## src/logic/dbg_ppb_params.svh

```systemverilog
`ifndef DBG_PPB_PARAMS_SVH
`define DBG_PPB_PARAMS_SVH

// PPB region prefix, address bits 31 to 28
`define DBG_PPB_PREFIX      4'hE

// ------------------------------
// Block base addresses
`define DBG_DWT_BASE        32'hE0001000
`define DBG_BPU_BASE        32'hE0002000
`define DBG_SCS_BASE        32'hE000E000

// DWT control registers, offsets from DWT base
`define DBG_DWT_CTRL_OFS    32'h000
`define DBG_DWT_PCSR_OFS    32'h01C
`define DBG_DWT_COMP0_OFS   32'h020
`define DBG_DWT_MASK0_OFS   32'h024
`define DBG_DWT_FUNC0_OFS   32'h028
`define DBG_DWT_COMP1_OFS   32'h030
`define DBG_DWT_MASK1_OFS   32'h034
`define DBG_DWT_FUNC1_OFS   32'h038

// BPU control and comparator registers
`define DBG_BPU_CTRL_OFS    32'h000
`define DBG_BPU_COMP0_OFS   32'h008
`define DBG_BPU_COMP1_OFS   32'h00C
`define DBG_BPU_COMP2_OFS   32'h010
`define DBG_BPU_COMP3_OFS   32'h014

// SCS debug and core-ID registers
`define DBG_SCS_ACTLR_OFS   32'h008
`define DBG_SCS_CPUID_OFS   32'hD00
`define DBG_SCS_DFSR_OFS    32'hD30
`define DBG_SCS_DHCSR_OFS   32'hDF0
`define DBG_SCS_DCRSR_OFS   32'hDF4
`define DBG_SCS_DEMCR_OFS   32'hDFC

// ------------------------------
// ID register offsets, common to all blocks
`define DBG_ID_PID4_OFS     32'hFD0
`define DBG_ID_PID0_OFS     32'hFE0
`define DBG_ID_PID1_OFS     32'hFE4
`define DBG_ID_PID2_OFS     32'hFE8
`define DBG_ID_PID3_OFS     32'hFEC
`define DBG_ID_CID0_OFS     32'hFF0
`define DBG_ID_CID1_OFS     32'hFF4
`define DBG_ID_CID2_OFS     32'hFF8
`define DBG_ID_CID3_OFS     32'hFFC

// ID byte values, PID3 is built from the ECO nibble
`define DBG_PID4_VAL        8'h04
`define DBG_SCS_PID0_VAL    8'h08
`define DBG_DWT_PID0_VAL    8'h0A
`define DBG_BPU_PID0_VAL    8'h0B
`define DBG_PID1_VAL        8'hB0
`define DBG_PID2_VAL        8'h0B
`define DBG_CID0_VAL        8'h0D
`define DBG_CID1_VAL        8'hE0
`define DBG_CID2_VAL        8'h05
`define DBG_CID3_VAL        8'hB1

// Reserved hash codes
`define DBG_HASH_NULL       7'h7F
`define DBG_HASH_ERR        7'h01

`endif

```

## src/logic/dbg_ppb_pkg.sv

```systemverilog
`default_nettype none

package dbg_ppb_pkg;

   // Debug transaction address
   typedef logic [31:0] ppb_addr_t;

   // Read-data word returned on the debug bus
   typedef logic [31:0] ppb_data_t;

   // Compressed register select
   // Zero is idle, all ones an unmatched PPB hit, one a refused access
   typedef logic [6:0]  ppb_hash_t;

   // ECO revision nibbles, SCS in 11:8, DWT in 7:4, BPU in 3:0
   typedef logic [11:0] eco_rev_t;

   // Address compression
   // Gives a unique nonzero code for every decoded PPB register
   function automatic ppb_hash_t ppb_hash(input ppb_addr_t addr);
      return {addr[2] ^ addr[5],
              addr[2] ^ addr[13],
              addr[3] ^ addr[4],
              addr[3] ^ addr[12],
              addr[6] ^ addr[15],
              addr[9],
              addr[12]};
   endfunction

endpackage

`default_nettype wire

```

## src/logic/dbg_id_rom.sv

```systemverilog
`timescale 1ns/1ps
`default_nettype none

`include "dbg_ppb_params.svh"

module dbg_id_rom
#(
   parameter int BPU_PRESENT = 1,
   parameter int DWT_PRESENT = 1
)
(
   input  wire dbg_ppb_pkg::ppb_hash_t sel_hash_i,
   input  wire dbg_ppb_pkg::eco_rev_t  eco_rev_i,
   output dbg_ppb_pkg::ppb_data_t      id_rdata_o
);

   dbg_ppb_pkg::ppb_data_t scs_ids;
   dbg_ppb_pkg::ppb_data_t dwt_ids;
   dbg_ppb_pkg::ppb_data_t bpu_ids;

   // ------------------------------
   // ID set of one block
   // Codes are unique, so at most one term is live and the OR is a mux
   function automatic dbg_ppb_pkg::ppb_data_t block_ids
   (
      input dbg_ppb_pkg::ppb_hash_t h,
      input dbg_ppb_pkg::ppb_addr_t base,
      input logic [7:0]             pid0,
      input logic [3:0]             eco
   );
      logic [7:0] id_byte;
      logic [7:0] pid3;
      // Revision nibble sits in the upper half of PID3
      pid3    = {eco, 4'h0};
      id_byte = 8'h00;
      id_byte |= {8{h == dbg_ppb_pkg::ppb_hash(base + `DBG_ID_PID4_OFS)}} & `DBG_PID4_VAL;
      id_byte |= {8{h == dbg_ppb_pkg::ppb_hash(base + `DBG_ID_PID0_OFS)}} & pid0;
      id_byte |= {8{h == dbg_ppb_pkg::ppb_hash(base + `DBG_ID_PID1_OFS)}} & `DBG_PID1_VAL;
      id_byte |= {8{h == dbg_ppb_pkg::ppb_hash(base + `DBG_ID_PID2_OFS)}} & `DBG_PID2_VAL;
      id_byte |= {8{h == dbg_ppb_pkg::ppb_hash(base + `DBG_ID_PID3_OFS)}} & pid3;
      // Component ID preamble
      id_byte |= {8{h == dbg_ppb_pkg::ppb_hash(base + `DBG_ID_CID0_OFS)}} & `DBG_CID0_VAL;
      id_byte |= {8{h == dbg_ppb_pkg::ppb_hash(base + `DBG_ID_CID1_OFS)}} & `DBG_CID1_VAL;
      id_byte |= {8{h == dbg_ppb_pkg::ppb_hash(base + `DBG_ID_CID2_OFS)}} & `DBG_CID2_VAL;
      id_byte |= {8{h == dbg_ppb_pkg::ppb_hash(base + `DBG_ID_CID3_OFS)}} & `DBG_CID3_VAL;
      return {24'h000000, id_byte};
   endfunction

   // ------------------------------
   // Per-block ID words

   // SCS takes the top ECO nibble
   assign scs_ids = block_ids(sel_hash_i, `DBG_SCS_BASE, `DBG_SCS_PID0_VAL,
                              eco_rev_i[11:8]);

   // Absent units read as zero
   assign dwt_ids = (DWT_PRESENT != 0) ?
                    block_ids(sel_hash_i, `DBG_DWT_BASE, `DBG_DWT_PID0_VAL,
                              eco_rev_i[7:4]) : '0;

   assign bpu_ids = (BPU_PRESENT != 0) ?
                    block_ids(sel_hash_i, `DBG_BPU_BASE, `DBG_BPU_PID0_VAL,
                              eco_rev_i[3:0]) : '0;

   // Idle, error and null codes match nothing and give zero
   assign id_rdata_o = scs_ids | dwt_ids | bpu_ids;

endmodule

`default_nettype wire

```

## src/logic/dbg_ppb_addr_decode.sv

```systemverilog
`timescale 1ns/1ps
`default_nettype none

`include "dbg_ppb_params.svh"

module dbg_ppb_addr_decode
(
   input  wire logic                   dclk,
   input  wire logic                   dbg_reset_n,
   input  wire logic                   dif_aphase_i,
   input  wire logic                   dif_write_i,
   input  wire logic                   dif_priv_i,
   input  wire logic                   dif_size_bit1_i,
   input  wire logic                   hready_i,
   input  wire logic                   dbg_inv_en_i,
   input  wire logic                   niden_i,
   input  wire dbg_ppb_pkg::ppb_addr_t dif_addr_i,
   output dbg_ppb_pkg::ppb_hash_t      sel_hash_o,
   output logic                        ppb_write_o,
   output logic                        acc_ok_o,
   output logic                        ppb_active_o,
   output logic                        usr_err_o
);

   // ------------------------------
   // Decoded address lists

   // Control registers of all three blocks
   localparam dbg_ppb_pkg::ppb_addr_t CTRL_LIST [0:18] = '{
      `DBG_DWT_BASE + `DBG_DWT_CTRL_OFS,  `DBG_DWT_BASE + `DBG_DWT_PCSR_OFS,
      `DBG_DWT_BASE + `DBG_DWT_COMP0_OFS, `DBG_DWT_BASE + `DBG_DWT_MASK0_OFS,
      `DBG_DWT_BASE + `DBG_DWT_FUNC0_OFS, `DBG_DWT_BASE + `DBG_DWT_COMP1_OFS,
      `DBG_DWT_BASE + `DBG_DWT_MASK1_OFS, `DBG_DWT_BASE + `DBG_DWT_FUNC1_OFS,
      `DBG_BPU_BASE + `DBG_BPU_CTRL_OFS,  `DBG_BPU_BASE + `DBG_BPU_COMP0_OFS,
      `DBG_BPU_BASE + `DBG_BPU_COMP1_OFS, `DBG_BPU_BASE + `DBG_BPU_COMP2_OFS,
      `DBG_BPU_BASE + `DBG_BPU_COMP3_OFS,
      `DBG_SCS_BASE + `DBG_SCS_ACTLR_OFS, `DBG_SCS_BASE + `DBG_SCS_CPUID_OFS,
      `DBG_SCS_BASE + `DBG_SCS_DFSR_OFS,  `DBG_SCS_BASE + `DBG_SCS_DHCSR_OFS,
      `DBG_SCS_BASE + `DBG_SCS_DCRSR_OFS, `DBG_SCS_BASE + `DBG_SCS_DEMCR_OFS
   };

   // Blocks carrying an ID register set
   localparam dbg_ppb_pkg::ppb_addr_t ID_BASES [0:2] = '{
      `DBG_SCS_BASE, `DBG_DWT_BASE, `DBG_BPU_BASE
   };

   // ID offsets, same layout in every block
   localparam dbg_ppb_pkg::ppb_addr_t ID_OFS [0:8] = '{
      `DBG_ID_PID4_OFS, `DBG_ID_PID0_OFS, `DBG_ID_PID1_OFS,
      `DBG_ID_PID2_OFS, `DBG_ID_PID3_OFS, `DBG_ID_CID0_OFS,
      `DBG_ID_CID1_OFS, `DBG_ID_CID2_OFS, `DBG_ID_CID3_OFS
   };

   logic                   ppb_trans;
   logic                   acc_ok;
   logic                   addr_hit;
   logic                   dec_valid;
   logic                   ppb_write_nxt;
   dbg_ppb_pkg::ppb_hash_t hash_nxt;
   dbg_ppb_pkg::ppb_hash_t sel_hash_q;
   logic                   ppb_write_q;

   // Debug slot aimed at the PPB region
   assign ppb_trans = dif_aphase_i & (dif_addr_i[31:28] == `DBG_PPB_PREFIX);

   // Invasive debug allows all, non-invasive only reads
   // Privilege is required in both cases
   assign acc_ok = (dbg_inv_en_i | (niden_i & ~dif_write_i)) & dif_priv_i;

   // Word compare on bits 28 to 2
   always_comb
   begin : match_blk
      dbg_ppb_pkg::ppb_addr_t cand;
      int                     i;
      int                     j;
      cand     = '0;
      addr_hit = 1'b0;
      for (i = 0; i < 19; i++)
      begin
         cand = CTRL_LIST[i];
         addr_hit |= (dif_addr_i[28:2] == cand[28:2]);
      end
      // Expand base and offset for each ID register
      for (i = 0; i < 3; i++)
      begin
         for (j = 0; j < 9; j++)
         begin
            cand = ID_BASES[i] + ID_OFS[j];
            addr_hit |= (dif_addr_i[28:2] == cand[28:2]);
         end
      end
   end

   // Decoded hits must also be word accesses
   assign dec_valid = addr_hit & dif_size_bit1_i;

   // ------------------------------
   // Classification into next hash
   always_comb
   begin
      if (!ppb_trans)
         hash_nxt = '0;
      else if (!acc_ok)
         hash_nxt = `DBG_HASH_ERR;
      else if (dec_valid)
         hash_nxt = dbg_ppb_pkg::ppb_hash(dif_addr_i);
      else
         hash_nxt = `DBG_HASH_NULL;
   end

   // Strobe only for an accepted, allowed and decoded write
   assign ppb_write_nxt = hready_i & ppb_trans & acc_ok & dec_valid & dif_write_i;

   // Select holds through back-pressure
   always_ff @(posedge dclk or negedge dbg_reset_n)
   begin
      if (!dbg_reset_n)
         sel_hash_q <= '0;
      else if (hready_i)
         sel_hash_q <= hash_nxt;
   end

   // Write strobe self-clears every cycle, hready or not
   always_ff @(posedge dclk or negedge dbg_reset_n)
   begin
      if (!dbg_reset_n)
         ppb_write_q <= 1'b0;
      else
         ppb_write_q <= ppb_write_nxt;
   end

   assign sel_hash_o   = sel_hash_q;
   assign ppb_write_o  = ppb_write_q;
   assign acc_ok_o     = acc_ok;
   // PPB owns the data phase whenever a code is loaded
   assign ppb_active_o = (sel_hash_q != '0);
   assign usr_err_o    = (sel_hash_q == `DBG_HASH_ERR);

endmodule

`default_nettype wire

```

## src/logic/dbg_ppb_sel.sv

```systemverilog
`timescale 1ns/1ps
`default_nettype none

module dbg_ppb_sel
#(
   parameter int BPU_PRESENT = 1,
   parameter int DWT_PRESENT = 1
)
(
   input  wire logic                   dclk,
   input  wire logic                   dbg_reset_n,
   // Address phase of the debug transaction
   input  wire logic                   dif_aphase_i,
   input  wire dbg_ppb_pkg::ppb_addr_t dif_addr_i,
   input  wire logic                   dif_write_i,
   input  wire logic                   dif_priv_i,
   input  wire logic                   dif_size_bit1_i,
   input  wire logic                   hready_i,
   // Static debug enables and revision
   input  wire logic                   dbg_inv_en_i,
   input  wire logic                   niden_i,
   input  wire dbg_ppb_pkg::eco_rev_t  eco_rev_i,
   // Data-phase results
   output logic [3:0]                  dsl_dbg_sels_o,
   output logic [1:0]                  dsl_cid_sels_o,
   output logic [4:0]                  dsl_bpu_sels_o,
   output logic [7:0]                  dsl_dwt_sels_o,
   output logic                        dsl_ppb_write_o,
   output logic                        dsl_ppb_active_o,
   output logic                        dsl_ppb_usr_err_o,
   output dbg_ppb_pkg::ppb_data_t      dsl_hrdata_o,
   output logic                        dsl_acc_ok_o
);

   // Registered select code shared by both data-phase parts
   dbg_ppb_pkg::ppb_hash_t sel_hash;

   // Address phase, one cycle ahead of everything else
   dbg_ppb_addr_decode i_addr_decode
   (
      .dclk            (dclk),
      .dbg_reset_n     (dbg_reset_n),
      .dif_aphase_i    (dif_aphase_i),
      .dif_write_i     (dif_write_i),
      .dif_priv_i      (dif_priv_i),
      .dif_size_bit1_i (dif_size_bit1_i),
      .hready_i        (hready_i),
      .dbg_inv_en_i    (dbg_inv_en_i),
      .niden_i         (niden_i),
      .dif_addr_i      (dif_addr_i),
      .sel_hash_o      (sel_hash),
      .ppb_write_o     (dsl_ppb_write_o),
      .acc_ok_o        (dsl_acc_ok_o),
      .ppb_active_o    (dsl_ppb_active_o),
      .usr_err_o       (dsl_ppb_usr_err_o)
   );

   // Register selects for the control blocks
   dbg_reg_select #(.BPU_PRESENT(BPU_PRESENT), .DWT_PRESENT(DWT_PRESENT)) i_reg_select
   (
      .sel_hash_i (sel_hash),
      .dbg_sels_o (dsl_dbg_sels_o),
      .cid_sels_o (dsl_cid_sels_o),
      .bpu_sels_o (dsl_bpu_sels_o),
      .dwt_sels_o (dsl_dwt_sels_o)
   );

   // Hard-wired component IDs, side by side with the selects
   dbg_id_rom #(.BPU_PRESENT(BPU_PRESENT), .DWT_PRESENT(DWT_PRESENT)) i_id_rom
   (
      .sel_hash_i (sel_hash),
      .eco_rev_i  (eco_rev_i),
      .id_rdata_o (dsl_hrdata_o)
   );

endmodule

`default_nettype wire

```

## src/logic/dbg_reg_select.sv

```systemverilog
`timescale 1ns/1ps
`default_nettype none

`include "dbg_ppb_params.svh"

module dbg_reg_select
#(
   parameter int BPU_PRESENT = 1,
   parameter int DWT_PRESENT = 1
)
(
   input  wire dbg_ppb_pkg::ppb_hash_t sel_hash_i,
   output logic [3:0]                  dbg_sels_o,
   output logic [1:0]                  cid_sels_o,
   output logic [4:0]                  bpu_sels_o,
   output logic [7:0]                  dwt_sels_o
);

   logic [4:0] bpu_sels;
   logic [7:0] dwt_sels;

   // ------------------------------
   // Debug control block
   // Each bit is a compare of the held code against one register hash

   // DFSR, DHCSR, DCRSR, DEMCR
   assign dbg_sels_o = {
      sel_hash_i == dbg_ppb_pkg::ppb_hash(`DBG_SCS_BASE + `DBG_SCS_DFSR_OFS),
      sel_hash_i == dbg_ppb_pkg::ppb_hash(`DBG_SCS_BASE + `DBG_SCS_DHCSR_OFS),
      sel_hash_i == dbg_ppb_pkg::ppb_hash(`DBG_SCS_BASE + `DBG_SCS_DCRSR_OFS),
      sel_hash_i == dbg_ppb_pkg::ppb_hash(`DBG_SCS_BASE + `DBG_SCS_DEMCR_OFS)
   };

   // Core-ID pair, ACTLR then CPUID
   assign cid_sels_o = {
      sel_hash_i == dbg_ppb_pkg::ppb_hash(`DBG_SCS_BASE + `DBG_SCS_ACTLR_OFS),
      sel_hash_i == dbg_ppb_pkg::ppb_hash(`DBG_SCS_BASE + `DBG_SCS_CPUID_OFS)
   };

   // ------------------------------
   // Breakpoint unit

   // CTRL, then comparators from 3 down to 0
   assign bpu_sels = {
      sel_hash_i == dbg_ppb_pkg::ppb_hash(`DBG_BPU_BASE + `DBG_BPU_CTRL_OFS),
      sel_hash_i == dbg_ppb_pkg::ppb_hash(`DBG_BPU_BASE + `DBG_BPU_COMP3_OFS),
      sel_hash_i == dbg_ppb_pkg::ppb_hash(`DBG_BPU_BASE + `DBG_BPU_COMP2_OFS),
      sel_hash_i == dbg_ppb_pkg::ppb_hash(`DBG_BPU_BASE + `DBG_BPU_COMP1_OFS),
      sel_hash_i == dbg_ppb_pkg::ppb_hash(`DBG_BPU_BASE + `DBG_BPU_COMP0_OFS)
   };

   // ------------------------------
   // Watchpoint unit

   // CTRL, PCSR, then comparator 0 and 1 triplets
   assign dwt_sels = {
      sel_hash_i == dbg_ppb_pkg::ppb_hash(`DBG_DWT_BASE + `DBG_DWT_CTRL_OFS),
      sel_hash_i == dbg_ppb_pkg::ppb_hash(`DBG_DWT_BASE + `DBG_DWT_PCSR_OFS),
      sel_hash_i == dbg_ppb_pkg::ppb_hash(`DBG_DWT_BASE + `DBG_DWT_COMP0_OFS),
      sel_hash_i == dbg_ppb_pkg::ppb_hash(`DBG_DWT_BASE + `DBG_DWT_MASK0_OFS),
      sel_hash_i == dbg_ppb_pkg::ppb_hash(`DBG_DWT_BASE + `DBG_DWT_FUNC0_OFS),
      sel_hash_i == dbg_ppb_pkg::ppb_hash(`DBG_DWT_BASE + `DBG_DWT_COMP1_OFS),
      sel_hash_i == dbg_ppb_pkg::ppb_hash(`DBG_DWT_BASE + `DBG_DWT_MASK1_OFS),
      sel_hash_i == dbg_ppb_pkg::ppb_hash(`DBG_DWT_BASE + `DBG_DWT_FUNC1_OFS)
   };

   // Absent units never see a select
   assign bpu_sels_o = (BPU_PRESENT != 0) ? bpu_sels : '0;
   assign dwt_sels_o = (DWT_PRESENT != 0) ? dwt_sels : '0;

endmodule

`default_nettype wire

```

## config.mk

```make
export PLATFORM = sky130hd
export DESIGN_NAME = dbg_ppb_sel
export DESIGN_NICKNAME = d
export VERILOG_FILES = /design/src/logic/dbg_ppb_pkg.sv /design/src/logic/dbg_id_rom.sv /design/src/logic/dbg_ppb_addr_decode.sv /design/src/logic/dbg_ppb_sel.sv /design/src/logic/dbg_reg_select.sv
export VERILOG_INCLUDE_DIRS = /design/src /design/src/logic
export SDC_FILE = /design/constraint.sdc
export NUM_CORES = 1
export LEC_CHECK = 0
export BUFFER_PORTS_ARGS = -buffer_cell sky130_fd_sc_hd__buf_2
export CAP_MARGIN = 20
export CORE_ASPECT_RATIO = 1.5
export CORE_MARGIN = 4
export CORE_UTILIZATION = 45
export CTS_CLUSTER_SIZE = 24
export DETAILED_ROUTE_END_ITERATION = 10
export MAX_ROUTING_LAYER = met4
export PLACE_DENSITY = 0.95
export SLEW_MARGIN = 10
export SYNTH_ARGS = -nofsm -noshare
export SYNTH_HDL_FRONTEND = slang
export SYNTH_SLANG_ARGS = --single-unit
```

## constraint.sdc

```tcl
create_clock -name dclk -period 2.4 [get_ports dclk]
set_clock_uncertainty 0.05 [all_clocks]
set_input_delay 0.24 -clock dclk [delete_from_list [all_inputs] [get_ports dclk]]
set_output_delay 0.24 -clock dclk [all_outputs]
set_load 0.03 [all_outputs]
```

Yosys cells after proc, flatten, opt, wreduce, memory -nomap -nowiden --
Index checks and enable logic that the tools add are counted.
Storage, ports and cells: input bits 53, bits in registers 8
Operators by class: reductions and logical operators 1, multiplexer cells 3, equality and inequality tests 94, bitwise gates (word level) 89
Operators with widths (count):
- $eq 27x11->1 const B | 17
- $eq 27x14->1 const B | 15
- $eq 27x12->1 const B | 14
- $eq 7x7->1 const B | 21
- $or 8x8->8 | 13
- $eq 7x6->1 const B | 13
- $or 8x4->8 | 6
- $or 1x1->1 | 46
- $eq 7x5->1 const B | 6
- $eq 7x4->1 const B | 4
- $and 8x8->8 | 3
- $or 8x3->8 | 3
- $mux 7 | 3
- $or 3x4->4 | 3
- $and 1x1->1 | 8
- $or 4x8->8 | 1
- $eq 7x1->1 const B | 1
- $eq 7x2->1 const B | 1
- $eq 7x3->1 const B | 1
- $reduce_bool 7->1 | 1
- $xor 1x1->1 | 5
- $eq 4x4->1 const B | 1
- $not 1->1 | 1

Logic depth before layout (Yosys ltp) --
depth in word-level cells 50, gate-level depth with buffers 6, gate-level depth less buffers 5

Modules after synthesis --
A second synthesis with hierarchy kept.
Second synthesis, totals: cell total of the unflattened synthesis 222, area total of the unflattened synthesis 1641.6 sq um
Modules (own cells, without submodules):
- dbg_ppb_addr_decode | times used 1, cells each 102, area each 867.1 sq um, seq. area each 200.2 sq um
- dbg_id_rom | times used 1, cells each 87, area each 565.5 sq um, seq. area each 0.0 sq um
- dbg_reg_select | times used 1, cells each 33, area each 209.0 sq um, seq. area each 0.0 sq um

Least setup slack after synthesis --
No wires, ideal clock.
path type register -> output, from register i_addr_decode.sel_hash_q[5] (netlist: i_addr_decode.sel_hash_o[5]), to output port dsl_cid_sels_o[1], slack 0.335 ns, cell stages (with the launch flop) 4, data required time 2.110 ns, arrival time 1.775 ns, buffers on the path 1, path through dfrtp_1 -> buf_1 -> nand3b_1 -> nor4_1
Between the ends: longest elaborated chain between the ends 1
RTL lines:
- start, declared | RTL line dbg_ppb_addr_decode.sv:60 | dbg_ppb_pkg::ppb_hash_t sel_hash_q;
- start signal, assigned | RTL line dbg_ppb_addr_decode.sv:120 | sel_hash_q <= hash_nxt;
- $eq 7x6->1 | RTL line dbg_reg_select.sv:36 | sel_hash_i == dbg_ppb_pkg::ppb_hash(`DBG_SCS_BASE + `DBG_SCS_ACTLR_OFS),
- end, declared | RTL line dbg_ppb_sel.sv:25 | output logic [1:0] dsl_cid_sels_o,
Every way passes these cells.

Worst setup path after layout --
from register i_addr_decode.sel_hash_q[5] (netlist: i_addr_decode.sel_hash_o[5]), to output port dsl_hrdata_o[5]
Between the ends: longest elaborated chain between the ends 10
RTL lines:
- $eq 7x2->1 or $eq 7x6->1 (tied branches) | RTL line dbg_id_rom.sv:38 | id_byte |= {8{h == dbg_ppb_pkg::ppb_hash(base + `DBG_ID_PID1_OFS)}} & `DBG_PID1_VAL;
- $or 8x8->8 (no line)
- $or 8x4->8 (no line)
- $or 8x8->8 | RTL line dbg_id_rom.sv:40 | id_byte |= {8{h == dbg_ppb_pkg::ppb_hash(base + `DBG_ID_PID3_OFS)}} & pid3;
- $or 8x4->8 (no line)
- $or 8x8->8 (no line)
- $or 8x3->8 (no line)
- $or 8x8->8 (no line)
- $or 8x8->8 | RTL line dbg_id_rom.sv:66 | assign id_rdata_o = scs_ids | dwt_ids | bpu_ids;
- $or 8x8->8 * | RTL line dbg_id_rom.sv:66
- end, declared | RTL line dbg_ppb_sel.sv:31 | output dbg_ppb_pkg::ppb_data_t dsl_hrdata_o,
Mark *: on every way between the ends. The rest lies on a longest branch, timed or not.

==> flow_summary_export.csv <==
group,metric,value,unit
outcome,status,"finished, final reports clean",
timing,setup_viol,0,
worst_hold_path,min_path_type,"input pin to flop",
yosys,synth_compound_area_frac,0.200,
yosys,synth_flop_cell,"dfrtp_1",
timing,hold_ws,0.263,ns
pwr,ir_drop,206,uV
die,pin_count,108,
final_layout,finalNetCount,354,
drt,drc,0,
critical_path,worstPathArrival,1.98,ns
timing,rsz0062_at_grt,"false",
placed_design,io_buffers,81,
yosys,synth_area,1510,um2
drt,viasPerCell,5.71,
pwr,p_leak,0.000907,uW
clock_network,ctsHtreeMaxLevel,1,
flow_run,maxCapViolations,0,
final_layout,drive_gt1_frac,0.314,
worst_hold_path,min_path_cells,3,
yosys,synth-edff-count,0,
drt,wl_met1,1550,um
timing,hold_viol,0,
clock_network,cts_tree,"done",
timing,fmax,441,MHz
yosys,synth_area_leaders,"dfrtp_1 13%, buf_4 12%, nor2_1 9.5%, nand2_1 6.0%, nor2b_1 4.6%",
clock_network,clkLatencyLatePin,0.23,ns
timing,maxSlewHeadroom,0.639,
drt,ant_nets,0,
drt,drtIter0Drc,74,
pwr,p_per_area,259,nW/um2
final_layout,diodes,0,
critical_path,crit_path_cell_trace,"or3b_2 -> o22ai_1 -> a211oi_1 -> nand4_1 -> buf_2",
clock_network,cts.clk_slew.worst_paths,0.04,ns
final_layout,multi_input_area,1140,um2
clock_network,numCtsBuffers,3,
yosys,netlist.area_leader.share,0.133,
yosys,yosys.area_share.xor_xnor,0.0465,
timing,min_period_over_period,0.945,
drt,wl_per_cell,13.3,um
clock_network,clock_path_buffers,2,
final_layout,fill_cells,341,
yosys,synth_mux_area_frac,0.0141,
final_layout,regArea,200,um2
yosys,synth.most_common_cell,"nor2_1",
final_layout,syn_to_final_growth,24.7,%
critical_path,critPathBufInv,1,
drt,top_layer_used,"met4",
clock_network,cts.sinks,8,
timing,final.setup.tns,0,ns
critical_path,required,2.11,ns
timing,fin_crit,2.27,ns
global_routing,grt-ovfl-total,0,
timing,slew_violations,0,
critical_path,r2r_cells,4,
clock_network,cts_root_buffer,"clkbuf_8",
drt,met2_length,2250,um
yosys,async_flop_share,1.00,
die,fp.dieW,55.2,um
critical_path,crit_type,"flop to output pin",
yosys,ys_ff_latch,8,
die,std_cell_rows,25,
yosys,yosysUniqueCellTypes,48,
drt,wl,4500,um
yosys,synth-adder-area-share,0,
final_layout,fin_cells,339,
placed_design,gp_congestion,0.949,
pwr,p_total,486,uW
yosys,synth_common_cells,"38 x nor2_1, 24 x buf_4, 24 x nand2_1",
critical_path,critPathMaxStageDelay,0.56,ns
placed_design,place_inst,335,
die,dieArea,4360,um2
critical_path,critPathMaxFanout,14,
global_routing,antenna_found_initial,0,
global_routing,grt_pass1_vias,1888,
yosys,yosysWarnings,0,
timing,worst_pin_slew,0.541,ns
drt,wl_met3,489,um
yosys,yosys.area_share.simple,0.435,
critical_path,path_delay_family,"simple AND/OR/NAND/NOR gates",
drt,vias,1937,
critical_path,end_kind,"output pin",
yosys,netlist.top_cell.by_area,"dfrtp_1",
global_routing,grt_max_degree,16,
global_routing,grt_pass1_wl,7310,um
die,start_util,0.472,
drt,firstDrtPassIters,4,
die,dieHeight,78.9,um
yosys,seq_area_frac_synth,0.133,
yosys,syn-instance-count,228,
clock_network,cts_setup_buffers,0,
global_routing,grt_usage,0.206,
critical_path,reg2reg_slack,1.12,ns
critical_path,cp-start-kind,"flop",
die,fp.coreArea,3190,um2
yosys,synth_top_family_by_area,"simple AND/OR/NAND/NOR gates",
yosys,synth_area_per_cell,6.61,um2
critical_path,crit_cells,5,
critical_path,crit_slowest_cell,"dfrtp_1",
placed_design,hpwl,3780,um
-- report_power, final --
group / leakage, uW / internal (uW) / switching [uW]
clock: 0.0000216 / 109 / 53.8
sequential: 0.000111 / 137 / 3.39
combinational: 0.000774 / 60.1 / 123
total: 0.000907 / 306 / 180
-- cell usage in the layout, fill, tap and decap left out, drive strengths merged, types with 2 or more instances in the layout --
master,count
o211ai,3
buf,84
a22oi,4
nor3b,5
nor2,38
a32oi,6
a31oi,2
o32ai,2
and3,5
clkbuf,3
nor4b,2
a21oi,8
nor4,7
xnor2,4
nand4,8
o22ai,2
nand2,24
o21ai,4
xor2,4
inv,2
nor2b,11
o2111ai,2
nor3,2
conb,24
dfrtp,8
nand3b,6
or3b,2
a211oi,3
nand3,8
-- stage by stage --
stage                      util  setup WS (ns)  area, um2
after floorplan               -          0.335       1590
after global placement    0.572          0.373       1820
after detailed placement  0.572          0.321       1820
after CTS                 0.588         0.0740       1880
after global routing      0.589         0.0100       1880
final                     0.589          0.132       1880
-- final timing paths --
path	from	to
min in group asynchronous	dbg_reset_n	i_addr_decode.sel_hash_o[2]
max in group asynchronous	dbg_reset_n	i_addr_decode.sel_hash_o[1]
worst max-delay path	i_addr_decode.sel_hash_o[5]	dsl_hrdata_o[5]
worst min register to register	i_addr_decode.sel_hash_o[3]	i_addr_decode.sel_hash_o[3]
worst max register to register	i_addr_decode.sel_hash_o[0]	i_addr_decode.sel_hash_o[0]
worst min-delay path	dif_write_i	i_addr_decode.ppb_write_o
-- flip-flops by register name, indices dropped and copies added, names as in the netlist --
signal                     count
i_addr_decode.ppb_write_o      1
i_addr_decode.sel_hash_o       7
-- worst reg2reg max path, stage by stage, from the launching register on --
cell and delay [ns]:
dfrtp_1 0.57, nor2b_1 0.23, nor2_1 0.05, and3_1 0.17
a21oi_1 0.14
-- kinds of logic after synthesis --
group                     count (synthesis)
AOI/OAI and AO/OA                        41
muxes                                     2
xor gates and xnor gates                  8
and+or+nand+nor                         126
buffers and inverters                    42
other                                     1
DFF                                       8
-- repair_timing --
item                                    in CTS  in global routing
hold endpoints to repair                     8                  0
endpoints found under the setup margin       0                  4
resized for setup                            0                  1
hold buffers                                 1                  0
-- metal layers --
metal | GRT usage | up-vias
li1 | - | 920
met1 | 0.184 | 861
met2 | 0.364 | 128
met3 | 0.0520 | 28
met4 | 0.165 | 0
met5 | - | -
-- cell type report --
| cell class | count | area share |
|---|---|---|
| Clock buffer | 3 | 0.0220 |
| Sequential cell | 8 | 0.107 |
| Inverter | 2 | 0.00400 |
| Multi-Input combinational cell | 201 | 0.608 |
| Tap cell | 40 | 0.0266 |
| Timing Repair Buffer | 85 | 0.233 |
(Power assumes the default switching activity.)
